`src/verilog/fetch_macros.svh`:
```
// Width, depth and trap-vector field macros for the fetch stage
`ifndef FETCH_MACROS_SVH
`define FETCH_MACROS_SVH

////////////////////////////////////////
// Datapath
////////////////////////////////////////

// Address and instruction word width
`define FETCH_XLEN 32

// Entries in the instruction queue
`define FETCH_QUEUE_DEPTH 2

////////////////////////////////////////
// Trap vectors
////////////////////////////////////////

// Upper bits of mtvec used as the vector base
`define MTVEC_BASE_WIDTH 25

// Interrupt index placed in the vectored address
`define IRQ_ID_WIDTH 5

`endif

```
`src/verilog/fetch_pkg.sv`:
```
// Fetch stage types: PC source enum, queue entry and IF/ID pipe structs
`include "fetch_macros.svh"

package fetch_pkg;

  ////////////////////////////////////////
  // Next-PC source
  ////////////////////////////////////////

  // Chosen by the controller together with pc_set
  typedef enum logic [2:0] {
    PC_BOOT     = 3'd0,
    PC_JUMP     = 3'd1,
    PC_BRANCH   = 3'd2,
    PC_MRET     = 3'd3,
    PC_WB_PLUS4 = 3'd4,
    PC_TRAP_EXC = 3'd5,
    PC_TRAP_IRQ = 3'd6
  } pc_mux_e;

  ////////////////////////////////////////
  // Datapath records
  ////////////////////////////////////////

  // One fetched word as returned by the bus
  typedef struct packed {
    logic [`FETCH_XLEN-1:0] pc;
    logic [`FETCH_XLEN-1:0] instr;
    logic                   err;
  } fetch_entry_t;

  // Contents of the IF/ID pipeline register
  typedef struct packed {
    logic                   instr_valid;
    logic [`FETCH_XLEN-1:0] pc;
    logic [`FETCH_XLEN-1:0] instr;
    logic                   abort_op;
  } if_id_pipe_t;

endpackage

```
`src/verilog/fetch_resp_if.sv`:
```
// Fetch response channel from the bus master into the instruction queue
interface fetch_resp_if
  import fetch_pkg::*;
();

  // Entry offered by the master
  logic         valid;
  fetch_entry_t entry;

  // Queue has room
  logic         ready;

  // Redirect in progress so everything is dropped
  logic         flush;

  // Bus master side
  modport producer (
    output valid, entry,
    input  ready, flush
  );

  // Queue side
  modport consumer (
    input  valid, entry, flush,
    output ready
  );

endinterface

```
`src/verilog/fetch_pc_select.sv`:
```
// Next fetch address selection and the mtvec-init strobe
`include "fetch_macros.svh"

module fetch_pc_select
  import fetch_pkg::*;
(
  input  logic                         clk,
  input  logic                         rst_n,
  input  pc_mux_e                      pc_mux_i,
  input  logic                         pc_set_i,
  input  logic [`FETCH_XLEN-1:0]       boot_addr_i,
  input  logic [`FETCH_XLEN-1:0]       jump_target_i,
  input  logic [`FETCH_XLEN-1:0]       branch_target_i,
  input  logic [`FETCH_XLEN-1:0]       mepc_i,
  input  logic [`FETCH_XLEN-1:0]       pipe_pc_i,
  input  logic [`MTVEC_BASE_WIDTH-1:0] mtvec_addr_i,
  input  logic [`IRQ_ID_WIDTH-1:0]     irq_id_i,
  output logic [`FETCH_XLEN-1:0]       branch_addr_o,
  output logic                         csr_mtvec_init_o
);

  logic mtvec_init_q;

  // Target address mux
  always_comb begin
    case (pc_mux_i)
      PC_JUMP:     branch_addr_o = jump_target_i;
      PC_BRANCH:   branch_addr_o = branch_target_i;
      PC_MRET:     branch_addr_o = mepc_i;
      PC_WB_PLUS4: branch_addr_o = pipe_pc_i;
      // Exceptions share the vector base
      PC_TRAP_EXC: branch_addr_o = {mtvec_addr_i, 7'h00};
      // Interrupts are vectored by id
      PC_TRAP_IRQ: branch_addr_o = {mtvec_addr_i, irq_id_i, 2'b00};
      // Boot, and the unused encoding, start word aligned
      default:     branch_addr_o = {boot_addr_i[`FETCH_XLEN-1:2], 2'b00};
    endcase
  end

  // One-cycle request to the CSR file after a boot redirect
  always_ff @(posedge clk or negedge rst_n) begin
    if (!rst_n) begin
      mtvec_init_q <= 1'b0;
    end else begin
      mtvec_init_q <= pc_set_i && (pc_mux_i == PC_BOOT);
    end
  end

  assign csr_mtvec_init_o = mtvec_init_q;

  // Controller must give a defined source with every redirect
  a_pc_mux_known: assert property (@(posedge clk) disable iff (!rst_n)
    pc_set_i |-> !$isunknown(pc_mux_i));

endmodule

```
`src/verilog/wb_fetch_master.sv`:
```
// Wishbone classic read master with fetch address counter and redirect discard
`include "fetch_macros.svh"

module wb_fetch_master
  import fetch_pkg::*;
(
  input  logic                   clk,
  input  logic                   rst_n,
  input  logic                   pc_set_i,
  input  logic [`FETCH_XLEN-1:0] branch_addr_i,
  fetch_resp_if.producer         resp,
  output logic                   wb_cyc_o,
  output logic                   wb_stb_o,
  output logic [`FETCH_XLEN-1:0] wb_adr_o,
  input  logic [`FETCH_XLEN-1:0] wb_dat_i,
  input  logic                   wb_ack_i,
  input  logic                   wb_err_i,
  output logic                   busy_o,
  output logic [`FETCH_XLEN-1:0] pc_if_o
);

  logic [`FETCH_XLEN-1:0] fetch_addr_q;
  logic [`FETCH_XLEN-1:0] adr_q;
  logic                   cyc_q;
  logic                   discard_q;
  logic                   bus_done;
  logic                   start;
  logic                   accept;
  fetch_entry_t           resp_entry;

  // Cycle ends on either ack or err
  assign bus_done = cyc_q && (wb_ack_i || wb_err_i);
  // Only one cycle in flight, and only with room in the queue
  assign start    = !cyc_q && resp.ready && !pc_set_i;
  // Stale data from before a redirect never leaves here
  assign resp.valid = bus_done && !discard_q;
  assign accept   = resp.valid && resp.ready && !resp.flush;

  always_comb begin
    resp_entry.pc    = adr_q;
    resp_entry.instr = wb_dat_i;
    resp_entry.err   = wb_err_i;
  end
  assign resp.entry = resp_entry;

  ////////////////////////////////////////
  // Bus cycle control
  ////////////////////////////////////////

  always_ff @(posedge clk or negedge rst_n) begin
    if (!rst_n) begin
      cyc_q        <= 1'b0;
      discard_q    <= 1'b0;
      fetch_addr_q <= '0;
    end else begin
      if (start) begin
        cyc_q <= 1'b1;
      end else if (bus_done) begin
        cyc_q <= 1'b0;
      end
      // Mark a pending cycle as stale on redirect
      if (bus_done) begin
        discard_q <= 1'b0;
      end else if (pc_set_i && cyc_q) begin
        discard_q <= 1'b1;
      end
      if (pc_set_i) begin
        fetch_addr_q <= branch_addr_i;
      end else if (accept) begin
        fetch_addr_q <= fetch_addr_q + `FETCH_XLEN'(4);
      end
    end
  end

  // Address held for the whole cycle
  always_ff @(posedge clk) begin
    if (start) begin
      adr_q <= fetch_addr_q;
    end
  end

  assign wb_cyc_o = cyc_q;
  assign wb_stb_o = cyc_q;
  assign wb_adr_o = adr_q;
  assign busy_o   = cyc_q;
  assign pc_if_o  = fetch_addr_q;

  // Slave answers only inside a cycle
  a_resp_in_cyc: assert property (@(posedge clk) disable iff (!rst_n)
    (wb_ack_i || wb_err_i) |-> wb_cyc_o);

  // Request stays put until the slave answers
  a_adr_stable: assert property (@(posedge clk) disable iff (!rst_n)
    (wb_stb_o && !wb_ack_i && !wb_err_i) |=> (wb_stb_o && $stable(wb_adr_o)));

endmodule

```
`src/verilog/fetch_queue.sv`:
```
// Instruction queue FIFO with flush and kill, driving the IF stage valid
`include "fetch_macros.svh"

module fetch_queue
  import fetch_pkg::*;
(
  input  logic           clk,
  input  logic           rst_n,
  fetch_resp_if.consumer resp,
  input  logic           halt_i,
  input  logic           kill_i,
  input  logic           id_ready_i,
  output fetch_entry_t   entry_o,
  output logic           valid_o
);

  localparam int unsigned PTR_W = $clog2(`FETCH_QUEUE_DEPTH);
  localparam int unsigned CNT_W = $clog2(`FETCH_QUEUE_DEPTH + 1);

  fetch_entry_t     mem [`FETCH_QUEUE_DEPTH];
  logic [PTR_W-1:0] wr_ptr_q;
  logic [PTR_W-1:0] rd_ptr_q;
  logic [CNT_W-1:0] count_q;
  logic             clear;
  logic             push;
  logic             pop;

  // Wrapping pointer step
  function automatic logic [PTR_W-1:0] ptr_next(input logic [PTR_W-1:0] ptr);
    return (ptr == PTR_W'(`FETCH_QUEUE_DEPTH - 1)) ? '0 : ptr + PTR_W'(1);
  endfunction

  assign clear      = resp.flush || kill_i;
  assign resp.ready = (count_q != CNT_W'(`FETCH_QUEUE_DEPTH));
  assign push       = resp.valid && resp.ready && !clear;
  assign valid_o    = (count_q != '0) && !halt_i && !kill_i;
  assign pop        = valid_o && id_ready_i;
  assign entry_o    = mem[rd_ptr_q];

  always_ff @(posedge clk or negedge rst_n) begin
    if (!rst_n) begin
      wr_ptr_q <= '0;
      rd_ptr_q <= '0;
      count_q  <= '0;
    end else if (clear) begin
      // Redirect or kill drops all buffered words
      wr_ptr_q <= '0;
      rd_ptr_q <= '0;
      count_q  <= '0;
    end else begin
      if (push) wr_ptr_q <= ptr_next(wr_ptr_q);
      if (pop) rd_ptr_q <= ptr_next(rd_ptr_q);
      case ({push, pop})
        2'b10:   count_q <= count_q + CNT_W'(1);
        2'b01:   count_q <= count_q - CNT_W'(1);
        default: count_q <= count_q;
      endcase
    end
  end

  // Storage
  always_ff @(posedge clk) begin
    if (push) begin
      mem[wr_ptr_q] <= resp.entry;
    end
  end

  // Master must only have a cycle in flight with room reserved here
  a_no_push_full: assert property (@(posedge clk) disable iff (!rst_n)
    (resp.valid && !resp.flush) |-> resp.ready);

endmodule

```
`src/verilog/if_id_register.sv`:
```
// IF/ID pipeline register with abort marking and back-pressure freeze
`include "fetch_macros.svh"

module if_id_register
  import fetch_pkg::*;
(
  input  logic         clk,
  input  logic         rst_n,
  input  logic         valid_i,
  input  fetch_entry_t entry_i,
  input  logic         id_ready_i,
  input  logic         kill_i,
  output if_id_pipe_t  if_id_o
);

  logic                   instr_valid_q;
  logic [`FETCH_XLEN-1:0] pc_q;
  logic [`FETCH_XLEN-1:0] instr_q;
  logic                   abort_q;
  logic                   load;

  // Transfer into ID
  assign load = valid_i && id_ready_i;

  ////////////////////////////////////////
  // Valid bit
  ////////////////////////////////////////

  always_ff @(posedge clk or negedge rst_n) begin
    if (!rst_n) begin
      instr_valid_q <= 1'b0;
    end else if (kill_i) begin
      instr_valid_q <= 1'b0;
    end else if (load) begin
      instr_valid_q <= 1'b1;
    end else if (id_ready_i) begin
      // ID consumed it and nothing new came
      instr_valid_q <= 1'b0;
    end
  end

  // Payload frozen unless a new word moves in
  always_ff @(posedge clk) begin
    if (load) begin
      pc_q    <= entry_i.pc;
      instr_q <= entry_i.instr;
      // Bus error makes ID raise an access fault
      abort_q <= entry_i.err;
    end
  end

  assign if_id_o = '{instr_valid: instr_valid_q, pc: pc_q, instr: instr_q, abort_op: abort_q};

endmodule

```
`src/verilog/if_stage.sv`:
```
// Fetch stage top: address select, Wishbone master, queue and IF/ID register
`include "fetch_macros.svh"

module if_stage
  import fetch_pkg::*;
(
  input  logic                         clk,
  input  logic                         rst_n,
  // Redirect control and targets
  input  pc_mux_e                      pc_mux_i,
  input  logic                         pc_set_i,
  input  logic [`FETCH_XLEN-1:0]       boot_addr_i,
  input  logic [`FETCH_XLEN-1:0]       jump_target_i,
  input  logic [`FETCH_XLEN-1:0]       branch_target_i,
  input  logic [`FETCH_XLEN-1:0]       mepc_i,
  input  logic [`FETCH_XLEN-1:0]       pipe_pc_i,
  input  logic [`MTVEC_BASE_WIDTH-1:0] mtvec_addr_i,
  input  logic [`IRQ_ID_WIDTH-1:0]     irq_id_i,
  input  logic                         halt_if_i,
  input  logic                         kill_if_i,
  input  logic                         id_ready_i,
  // Wishbone instruction bus
  output logic                         wb_cyc_o,
  output logic                         wb_stb_o,
  output logic [`FETCH_XLEN-1:0]       wb_adr_o,
  input  logic [`FETCH_XLEN-1:0]       wb_dat_i,
  input  logic                         wb_ack_i,
  input  logic                         wb_err_i,
  // IF/ID outputs and status
  output logic                         if_id_instr_valid_o,
  output logic [`FETCH_XLEN-1:0]       if_id_pc_o,
  output logic [`FETCH_XLEN-1:0]       if_id_instr_o,
  output logic                         if_id_abort_o,
  output logic [`FETCH_XLEN-1:0]       pc_if_o,
  output logic                         if_busy_o,
  output logic                         csr_mtvec_init_o,
  output logic                         if_valid_o
);

  logic [`FETCH_XLEN-1:0] branch_addr;
  fetch_entry_t           queue_entry;
  if_id_pipe_t            if_id;

  fetch_resp_if resp_if ();

  // Any redirect empties the queue
  assign resp_if.flush = pc_set_i;

  fetch_pc_select fetch_pc_select_inst (
    .clk, .rst_n, .pc_mux_i, .pc_set_i, .boot_addr_i, .jump_target_i,
    .branch_target_i, .mepc_i, .pipe_pc_i, .mtvec_addr_i, .irq_id_i,
    .branch_addr_o    (branch_addr),
    .csr_mtvec_init_o (csr_mtvec_init_o)
  );

  wb_fetch_master wb_fetch_master_inst (
    .clk, .rst_n, .pc_set_i,
    .branch_addr_i (branch_addr),
    .resp          (resp_if.producer),
    .wb_cyc_o, .wb_stb_o, .wb_adr_o, .wb_dat_i, .wb_ack_i, .wb_err_i,
    .busy_o        (if_busy_o),
    .pc_if_o       (pc_if_o)
  );

  fetch_queue fetch_queue_inst (
    .clk, .rst_n,
    .resp       (resp_if.consumer),
    .halt_i     (halt_if_i),
    .kill_i     (kill_if_i),
    .id_ready_i (id_ready_i),
    .entry_o    (queue_entry),
    .valid_o    (if_valid_o)
  );

  if_id_register if_id_register_inst (
    .clk, .rst_n,
    .valid_i    (if_valid_o),
    .entry_i    (queue_entry),
    .id_ready_i (id_ready_i),
    .kill_i     (kill_if_i),
    .if_id_o    (if_id)
  );

  // Flatten pipe record onto the top ports
  assign if_id_instr_valid_o = if_id.instr_valid;
  assign if_id_pc_o          = if_id.pc;
  assign if_id_instr_o       = if_id.instr;
  assign if_id_abort_o       = if_id.abort_op;

endmodule

```
`config.mk`:
```
export PLATFORM = sky130hd
export DESIGN_NAME = if_stage
export DESIGN_NICKNAME = d
export VERILOG_FILES = /design/src/verilog/fetch_pkg.sv /design/src/verilog/fetch_resp_if.sv /design/src/verilog/fetch_pc_select.sv /design/src/verilog/wb_fetch_master.sv /design/src/verilog/fetch_queue.sv /design/src/verilog/if_id_register.sv /design/src/verilog/if_stage.sv
export VERILOG_INCLUDE_DIRS = /design/src /design/src/verilog
export SDC_FILE = /design/constraint.sdc
export NUM_CORES = 1
export LEC_CHECK = 0
export ABC_AREA = 1
export ABC_CLOCK_PERIOD_IN_PS = 9600
export BUFFER_PORTS_ARGS = -buffer_cell sky130_fd_sc_hd__buf_4
export CAP_MARGIN = 20
export CORE_ASPECT_RATIO = 1.75
export CORE_MARGIN = 1
export CORE_UTILIZATION = 47
export CTS_CLUSTER_DIAMETER = 50
export DETAILED_ROUTE_END_ITERATION = 10
export MAX_ROUTING_LAYER = met4
export PLACE_DENSITY_LB_ADDON = 0.08
export SYNTH_ARGS = -nofsm -noshare
export SYNTH_HDL_FRONTEND = slang
export SYNTH_SLANG_ARGS = --single-unit
```
`constraint.sdc`:
```
create_clock -name clk -period 9.6 [get_ports clk]
set_input_delay 0.48 -clock clk [delete_from_list [all_inputs] [get_ports clk]]
set_output_delay 0.48 -clock clk [all_outputs]
set_load 0.01 [all_outputs]
```
# --- Word level (Yosys, flattened, before mapping) ---
# Memories as Yosys holds them, arrays and structs flattened. A register that Yosys moved wholly into a read port is not among the register bits.
# Index checks and enable logic that the tools add are counted.
word_totals:
  in_bits: 233
  memories: 1
  ramBits: 130
  wordCells: 73
  reg_bits: 72
  output_inout_bits: 135
mem_list:
  columns: ["name", "words", "width", "rd", "rd_clocked_by_memory_dff", "wr", "line_no", "source"]
  rows:
  - ["fetch_queue_inst.mem", 2, 65, 1, 1, 1, "fetch_queue.sv:20", "fetch_entry_t mem [`FETCH_QUEUE_DEPTH];"]
classes:
  mux: 20
  reduce_logical: 29
  addsub: 5
  eq_ne: 9
ops:
  columns: ["operator", "count"]
  rows:
  - ["32-bit case mux with 6 select lines", 1]
  - ["32-bit 2-to-1 mux", 2]
  - ["32-bit by 3-bit adder with 32-bit output (second input constant)", 1]
  - ["1-bit 2-to-1 mux", 15]
  - ["1-bit logical AND", 12]
  - ["2-bit nonzero test", 6]
  - ["3-bit == test (second input constant)", 3]
  - ["3-bit by 2-bit == test with 1-bit output (second input constant)", 2]
  - ["1-bit logical NOT", 6]
  - ["3-bit nonzero test", 2]
  - ["2-bit case mux with 2 select lines", 1]
  - ["3-bit by 1-bit == test with 1-bit output (second input constant)", 1]
  - ["3-bit logical NOT", 1]
  - ["1-bit adder (second input constant)", 2]
  - ["2-bit by 1-bit adder with 2-bit output (second input constant)", 1]
  - ["2-bit by 1-bit == test with 1-bit output (second input constant)", 1]
  - ["2-bit == test (second input constant)", 1]
  - ["1-bit logical OR", 2]
  - ["2-bit 2-to-1 mux", 1]
  - ["2-bit != test (second input constant)", 1]
  - ["2-bit by 1-bit subtractor with 2-bit output (second input constant)", 1]

# --- Logic depth before layout (Yosys ltp) ---
depth:
  ltp_word: 8
  depth_mapped: 12
  mapped_depth_nobuf: 11

# --- By module ---
# Synthesis repeated with hierarchy kept, for this count alone.
hier_totals:
  cells_unflattened: 1389
  area_unflattened_um2: 13175.1
by_module_without_submodules:
  columns: ["module", "cells_each", "instances", "area_each_um2", "seq_area_each_um2"]
  rows:
  - ["fetch_queue", 380, 1, 4997.3, 4003.8]
  - ["wb_fetch_master", 481, 1, 3922.5, 1811.7]
  - ["fetch_pc_select", 453, 1, 2235.9, 25.0]
  - ["if_id_register", 75, 1, 2019.4, 1976.9]

# --- Least setup slack after synthesis ---
# OpenSTA, ideal clock, no wires.
synth_timing:
  path_kind: "register to register"
  startpoint: "register wb_fetch_master_inst.cyc_q (netlist: wb_fetch_master_inst.busy_o)"
  endpoint: "memory fetch_queue_inst.mem[0][0] (netlist name), enable pin"
  setup_ns: 0.488
  period_less_slack_ns: 4.454
  arrival_ns: 3.966
  t_required_ns: 9.112
  path_slack_ns: 5.146
  n_path_buf: 1
  path_stages_with_launch: 8
  path_cell_list: "dfrtp_1 -> inv_1 -> nor2_1 -> nand2_2 -> inv_2 -> buf_6 -> nand2_1 -> nor2_1"
synth_between:
  elab_chain_len: 6
synth_rtl:
  columns: ["item", "line_no", "source"]
  rows:
  - ["from (decl)", "wb_fetch_master.sv:24", "logic cyc_q;"]
  - ["from (signal assigned)", "wb_fetch_master.sv:52", "cyc_q <= 1'b0;"]
  - ["from (signal assigned)", "wb_fetch_master.sv:57", "cyc_q <= 1'b1;"]
  - ["from (signal assigned)", "wb_fetch_master.sv:59", "cyc_q <= 1'b0;"]
  - ["1-bit logical AND", "wb_fetch_master.sv:32", "assign bus_done = cyc_q && (wb_ack_i || wb_err_i);"]
  - ["1-bit logical AND", "wb_fetch_master.sv:36", "assign resp.valid = bus_done && !discard_q;"]
  - ["1-bit logical AND (2 in series)", "fetch_queue.sv:35", "assign push = resp.valid && resp.ready && !clear;"]
  - ["1-bit 2-to-1 mux", "fetch_queue.sv:63", "if (push) begin"]
  - ["1-bit 2-to-1 mux (not written as such)", "fetch_queue.sv:64", "mem[wr_ptr_q] <= resp.entry;"]
  - ["to (decl)", "fetch_queue.sv:20", null]
# No other way between the ends.

# --- Final worst setup path ---
layout_timing:
  startpoint: "register wb_fetch_master_inst.cyc_q (netlist: wb_fetch_master_inst.busy_o)"
  endpoint: "memory fetch_queue_inst.mem[0][6] (netlist name), enable pin"
# The elaborated chain is that of the path after synthesis.

==> qor_table.md <==
| Parameter | Value | Unit |
| --- | --- | --- |
| Overall die width | 122 | um |
| Ys Warns | 0 | - |
| Count of buffers inserted at the top-level ports | 365 | - |
| Net count, final | 1788 | - |
| Cell row count | 76 | - |
| Multi-input combinational cell area | 0.00349 | mm2 |
| TritonCTS clock tree | built | - |
| Post-route setup TNS | 0 | ns |
| MaxCap Viol Count | 0 | - |
| Grt ovf | 0 | - |
| Sequential share of the synthesized area | 0.664 | - |
| Initial detailed-routing violation count | 559 | - |
| Period Utilization, post-route | 0.296 | - |
| Run status | completed | - |
| Reg clk slew, reported paths | 0.07 | ns |
| Max FO, Critical Path | 65 | - |
| Hold_ws | 0.150 | ns |
| Slack of the critical path | 6.76 | ns |
| Total count of hold-check failures in the final report | 0 | - |
| Final antenna-violating net count | 0 | - |
| Worst IR Drop VDD | 0.100 | mV |
| Count of distinct cell types in the synthesized netlist | 28 | - |
| Worst setup timing slack at the placement stage | 6.74 | ns |
| Placed inst area | 0.0148 | mm2 |
| Initial antenna violation count | 1 | - |
| Postcts setup bufs | 0 | - |
| Post-route cell area | 0.0155 | mm2 |
| Critical-path cell list | inv_1 > nor2_1 > nand2_2 > inv_2 > nand2_1 > nor2_4 > buf_4 | - |
| Post-layout minimum cycle time | 2.84 | ns |
| Final RePlAce weighted congestion | 1.00 | - |
| Unrepaired setup endpoints after global routing | false | - |
| Data required time of the worst path | 9.73 | ns |
| Initial Util | 0.478 | - |
| Total number of vias | 9529 | - |
| Maximum number of pins on one net before global-route repair | 66 | - |
| Storage element area | 0.00782 | mm2 |
| Headroom to the max-slew limit | 0.331 | - |
| Growth of design area from synthesis to finish | 31.6 | % |
| CTS resizes | 0 | - |
| Highest cell delay on the worst timing path | 0.70 | ns |
| Synthesized Nets | 1437 | - |
| Kind of start point of the critical path | flop | - |
| Count of clock tree sinks | 267 | - |
| Number of global-route vias before repair | 9498 | - |
| Detailed-router iteration count before antenna repair | 5 | - |
| Arrival time of the worst setup path | 2.97 | ns |
| Max Root-Sink Buffers | 3 | - |
| PwrDens | 190 | mW/mm2 |
| Overall die area | 0.0257 | mm2 |
| Synthesized netlist cell count | 1202 | - |
| Number of vias per cell after detailed routing | 5.07 | - |
| Static leakage power | 0.00682 | uW |
| Synth Cell Area | 0.0118 | mm2 |
| Clock root cell | clkbuf_16 | - |
| Clock latency on the worst-skew pair | 0.51 | ns |
| Buffers & Inverters on Critical Path | 3 | - |
| Slowest stage cell, crit path | buf_4 | - |
| Nature of the critical path endpoint | flop | - |
| Category of cells accounting for the largest share of critical-path delay | buffers and inverters | - |
| Die boundary height | 211 | um |
| Wire length per cell | 17.1 | um |
| Commonest cells after routing, fill and taps aside | nand2_1, buf_4, edfxtp_1, nor2_1, inv_1 | - |
| Critical path type | reg -> reg | - |
| Fmax achieved | 0.352 | GHz |
| Total wirelength of the detailed-routed design | 32100 | um |
| Hold Buf Count CTS | 1 | - |
| Ports placed on the boundary | 368 | - |
| Clk_skew | 0.00782 | ns |
| Setup violations, final | 0 | - |
| Core utilization of the finished layout | 0.629 | - |
| Slew Limit Fails | 0 | - |
| Worst-Margin Slew | 1.00 | ns |
| Number of clock buffers inserted by TritonCTS | 22 | - |
| DRC violation count after routing | 0 | - |
| First-pass GRT wire length | 49300 | um |
| Worst hold path type | in -> reg | - |
| Detailed placer's ending HPWL | 23600 | um |
| Fraction of layout instances using a drive strength above 1 | 0.268 | - |
| Leading cell type in the layout, fill and taps excluded | nand2_1 | - |
| Global-route total usage across every layer | 0.259 | - |
| Count of H-tree levels built during CTS | 1 | - |
| Average footprint of a synthesized cell | 9.79 | um2 |
| Post-synthesis register bit count | 267 | - |
| Std-Cell Core Area | 0.0246 | mm2 |
| Number of inserted filler cells in the final layout | 2091 | - |
path summary, 6_finish.rpt:
path                                                            start                                       endpoint  slack, ns  cells past startpoint
setup reg to reg              wb_fetch_master_inst.busy_o$_DFFE_PN0P_           fetch_queue_inst.mem[0][6]$_DFFE_PP_       6.76                      7
hold reg to reg            wb_fetch_master_inst.wb_adr_o[7]$_DFFE_PP_          fetch_queue_inst.mem[1][40]$_DFFE_PP_       0.47                      0
max in group asynchronous                                       rst_n          fetch_queue_inst.rd_ptr_q$_DFFE_PN0P_       8.70                      2
hold / removal                                            wb_dat_i[3]           fetch_queue_inst.mem[1][4]$_DFFE_PP_       0.15                      1
min in group asynchronous                                       rst_n  if_id_register_inst.instr_valid_q$_DFFE_PN0P_       0.50                      2
setup / recovery              wb_fetch_master_inst.busy_o$_DFFE_PN0P_           fetch_queue_inst.mem[0][6]$_DFFE_PP_       6.76                      7
logic make-up (layout without fill, tap and decap cells):
kind of cell,after synthesis,in the layout,synth area share
AO/OA/AOI/OAI,85,85,0.0400
adder cells (fa/ha/maj),2,2,0.00213
AND/OR/NAND/NOR,726,726,0.249
other,0,1,0
XOR/XNOR,5,5,0.00372
flip-flops,267,267,0.664
buffers and inverters,117,482,0.0410
worst register-to-register path: stages (launching register included):
cell and delay, ns:
dfrtp_1 0.49, inv_1 0.09, nor2_1 0.28, nand2_2 0.24
inv_2 0.30, nand2_1 0.20, nor2_4 0.11, buf_4 0.70
cell type report:
type                       count  area share
clock inverter                11     0.00663
multi-input combinational    818       0.225
tap                          312      0.0252
inverter                      66      0.0160
clock buffer                  27      0.0381
sequential                   267       0.505
antenna                        1    0.000162
timing repair buffer         378       0.183
per-layer routing:
layer / GRT usage / part of all wire / wire length [um] / up-vias
met5: - / 0 / 0 / -
met4: 0.106 / 0.035 / 1130 / 0
met3: 0.0288 / 0.050 / 1610 / 66
met2: 0.482 / 0.55 / 17800 / 369
met1: 0.273 / 0.36 / 11600 / 4404
li1: - / - / - / 4690
cells in the mapped netlist:
library cell  number  area (um2)
o21bai_1          17         128
xnor2_1            3        26.3
xor2_1             2        17.5
edfxtp_1         227        6820
and3_1             1        6.26
buf_2             23         115
inv_1             63         236
nor3_1            19        95.1
nor2_1            98         368
nor3_2             1        10.0
o21ai_1            4        20.0
o21ai_0           24         120
buf_1              2        7.51
nand3_1           57         285
a21oi_1           38         190
nand2_1          512        1920
inv_2              2        7.51
buf_6              1        11.3
o22ai_1            2        12.5
nand4_1           30         188
ha_1               2        25.0
nand2_2            1        6.26
clkbuf_1          23        86.3
buf_4              2        15.0
dfrtp_1           40        1000
nand3b_1           4        30.0
clkinv_1           1        3.75
nor2_2             3        18.8
stage by stage:
stage / total power (uW) / cells
floorplan: 1780 / 1202
global placement: 2090 / 1840
detailed placement: 2100 / 1840
CTS: 2970 / 1879
global route: 3080 / 1880
finish: 2950 / 1880
state kept, by name, indices dropped and copies added (netlist names):
name / cells
fetch_pc_select_inst.csr_mtvec_init_o: 1
fetch_queue_inst.count_q: 2
fetch_queue_inst.mem: 130
fetch_queue_inst.rd_ptr_q: 1
fetch_queue_inst.wr_ptr_q: 1
if_id_register_inst.abort_q: 1
if_id_register_inst.instr_q: 32
if_id_register_inst.instr_valid_q: 1
if_id_register_inst.pc_q: 32
wb_fetch_master_inst.busy_o: 1
wb_fetch_master_inst.discard_q: 1
wb_fetch_master_inst.pc_if_o: 32
wb_fetch_master_inst.wb_adr_o: 32
power breakdown:
| part | total [uW] | switching, uW | internal [uW] |
|---|---|---|---|
| Clock | 872 | 382 | 491 |
| Combinational | 547 | 308 | 239 |
| Sequential | 1530 | 116 | 1410 |
| Total | 2950 | 806 | 2140 |
No activity file was read; power rests on OpenSTA's default activity.
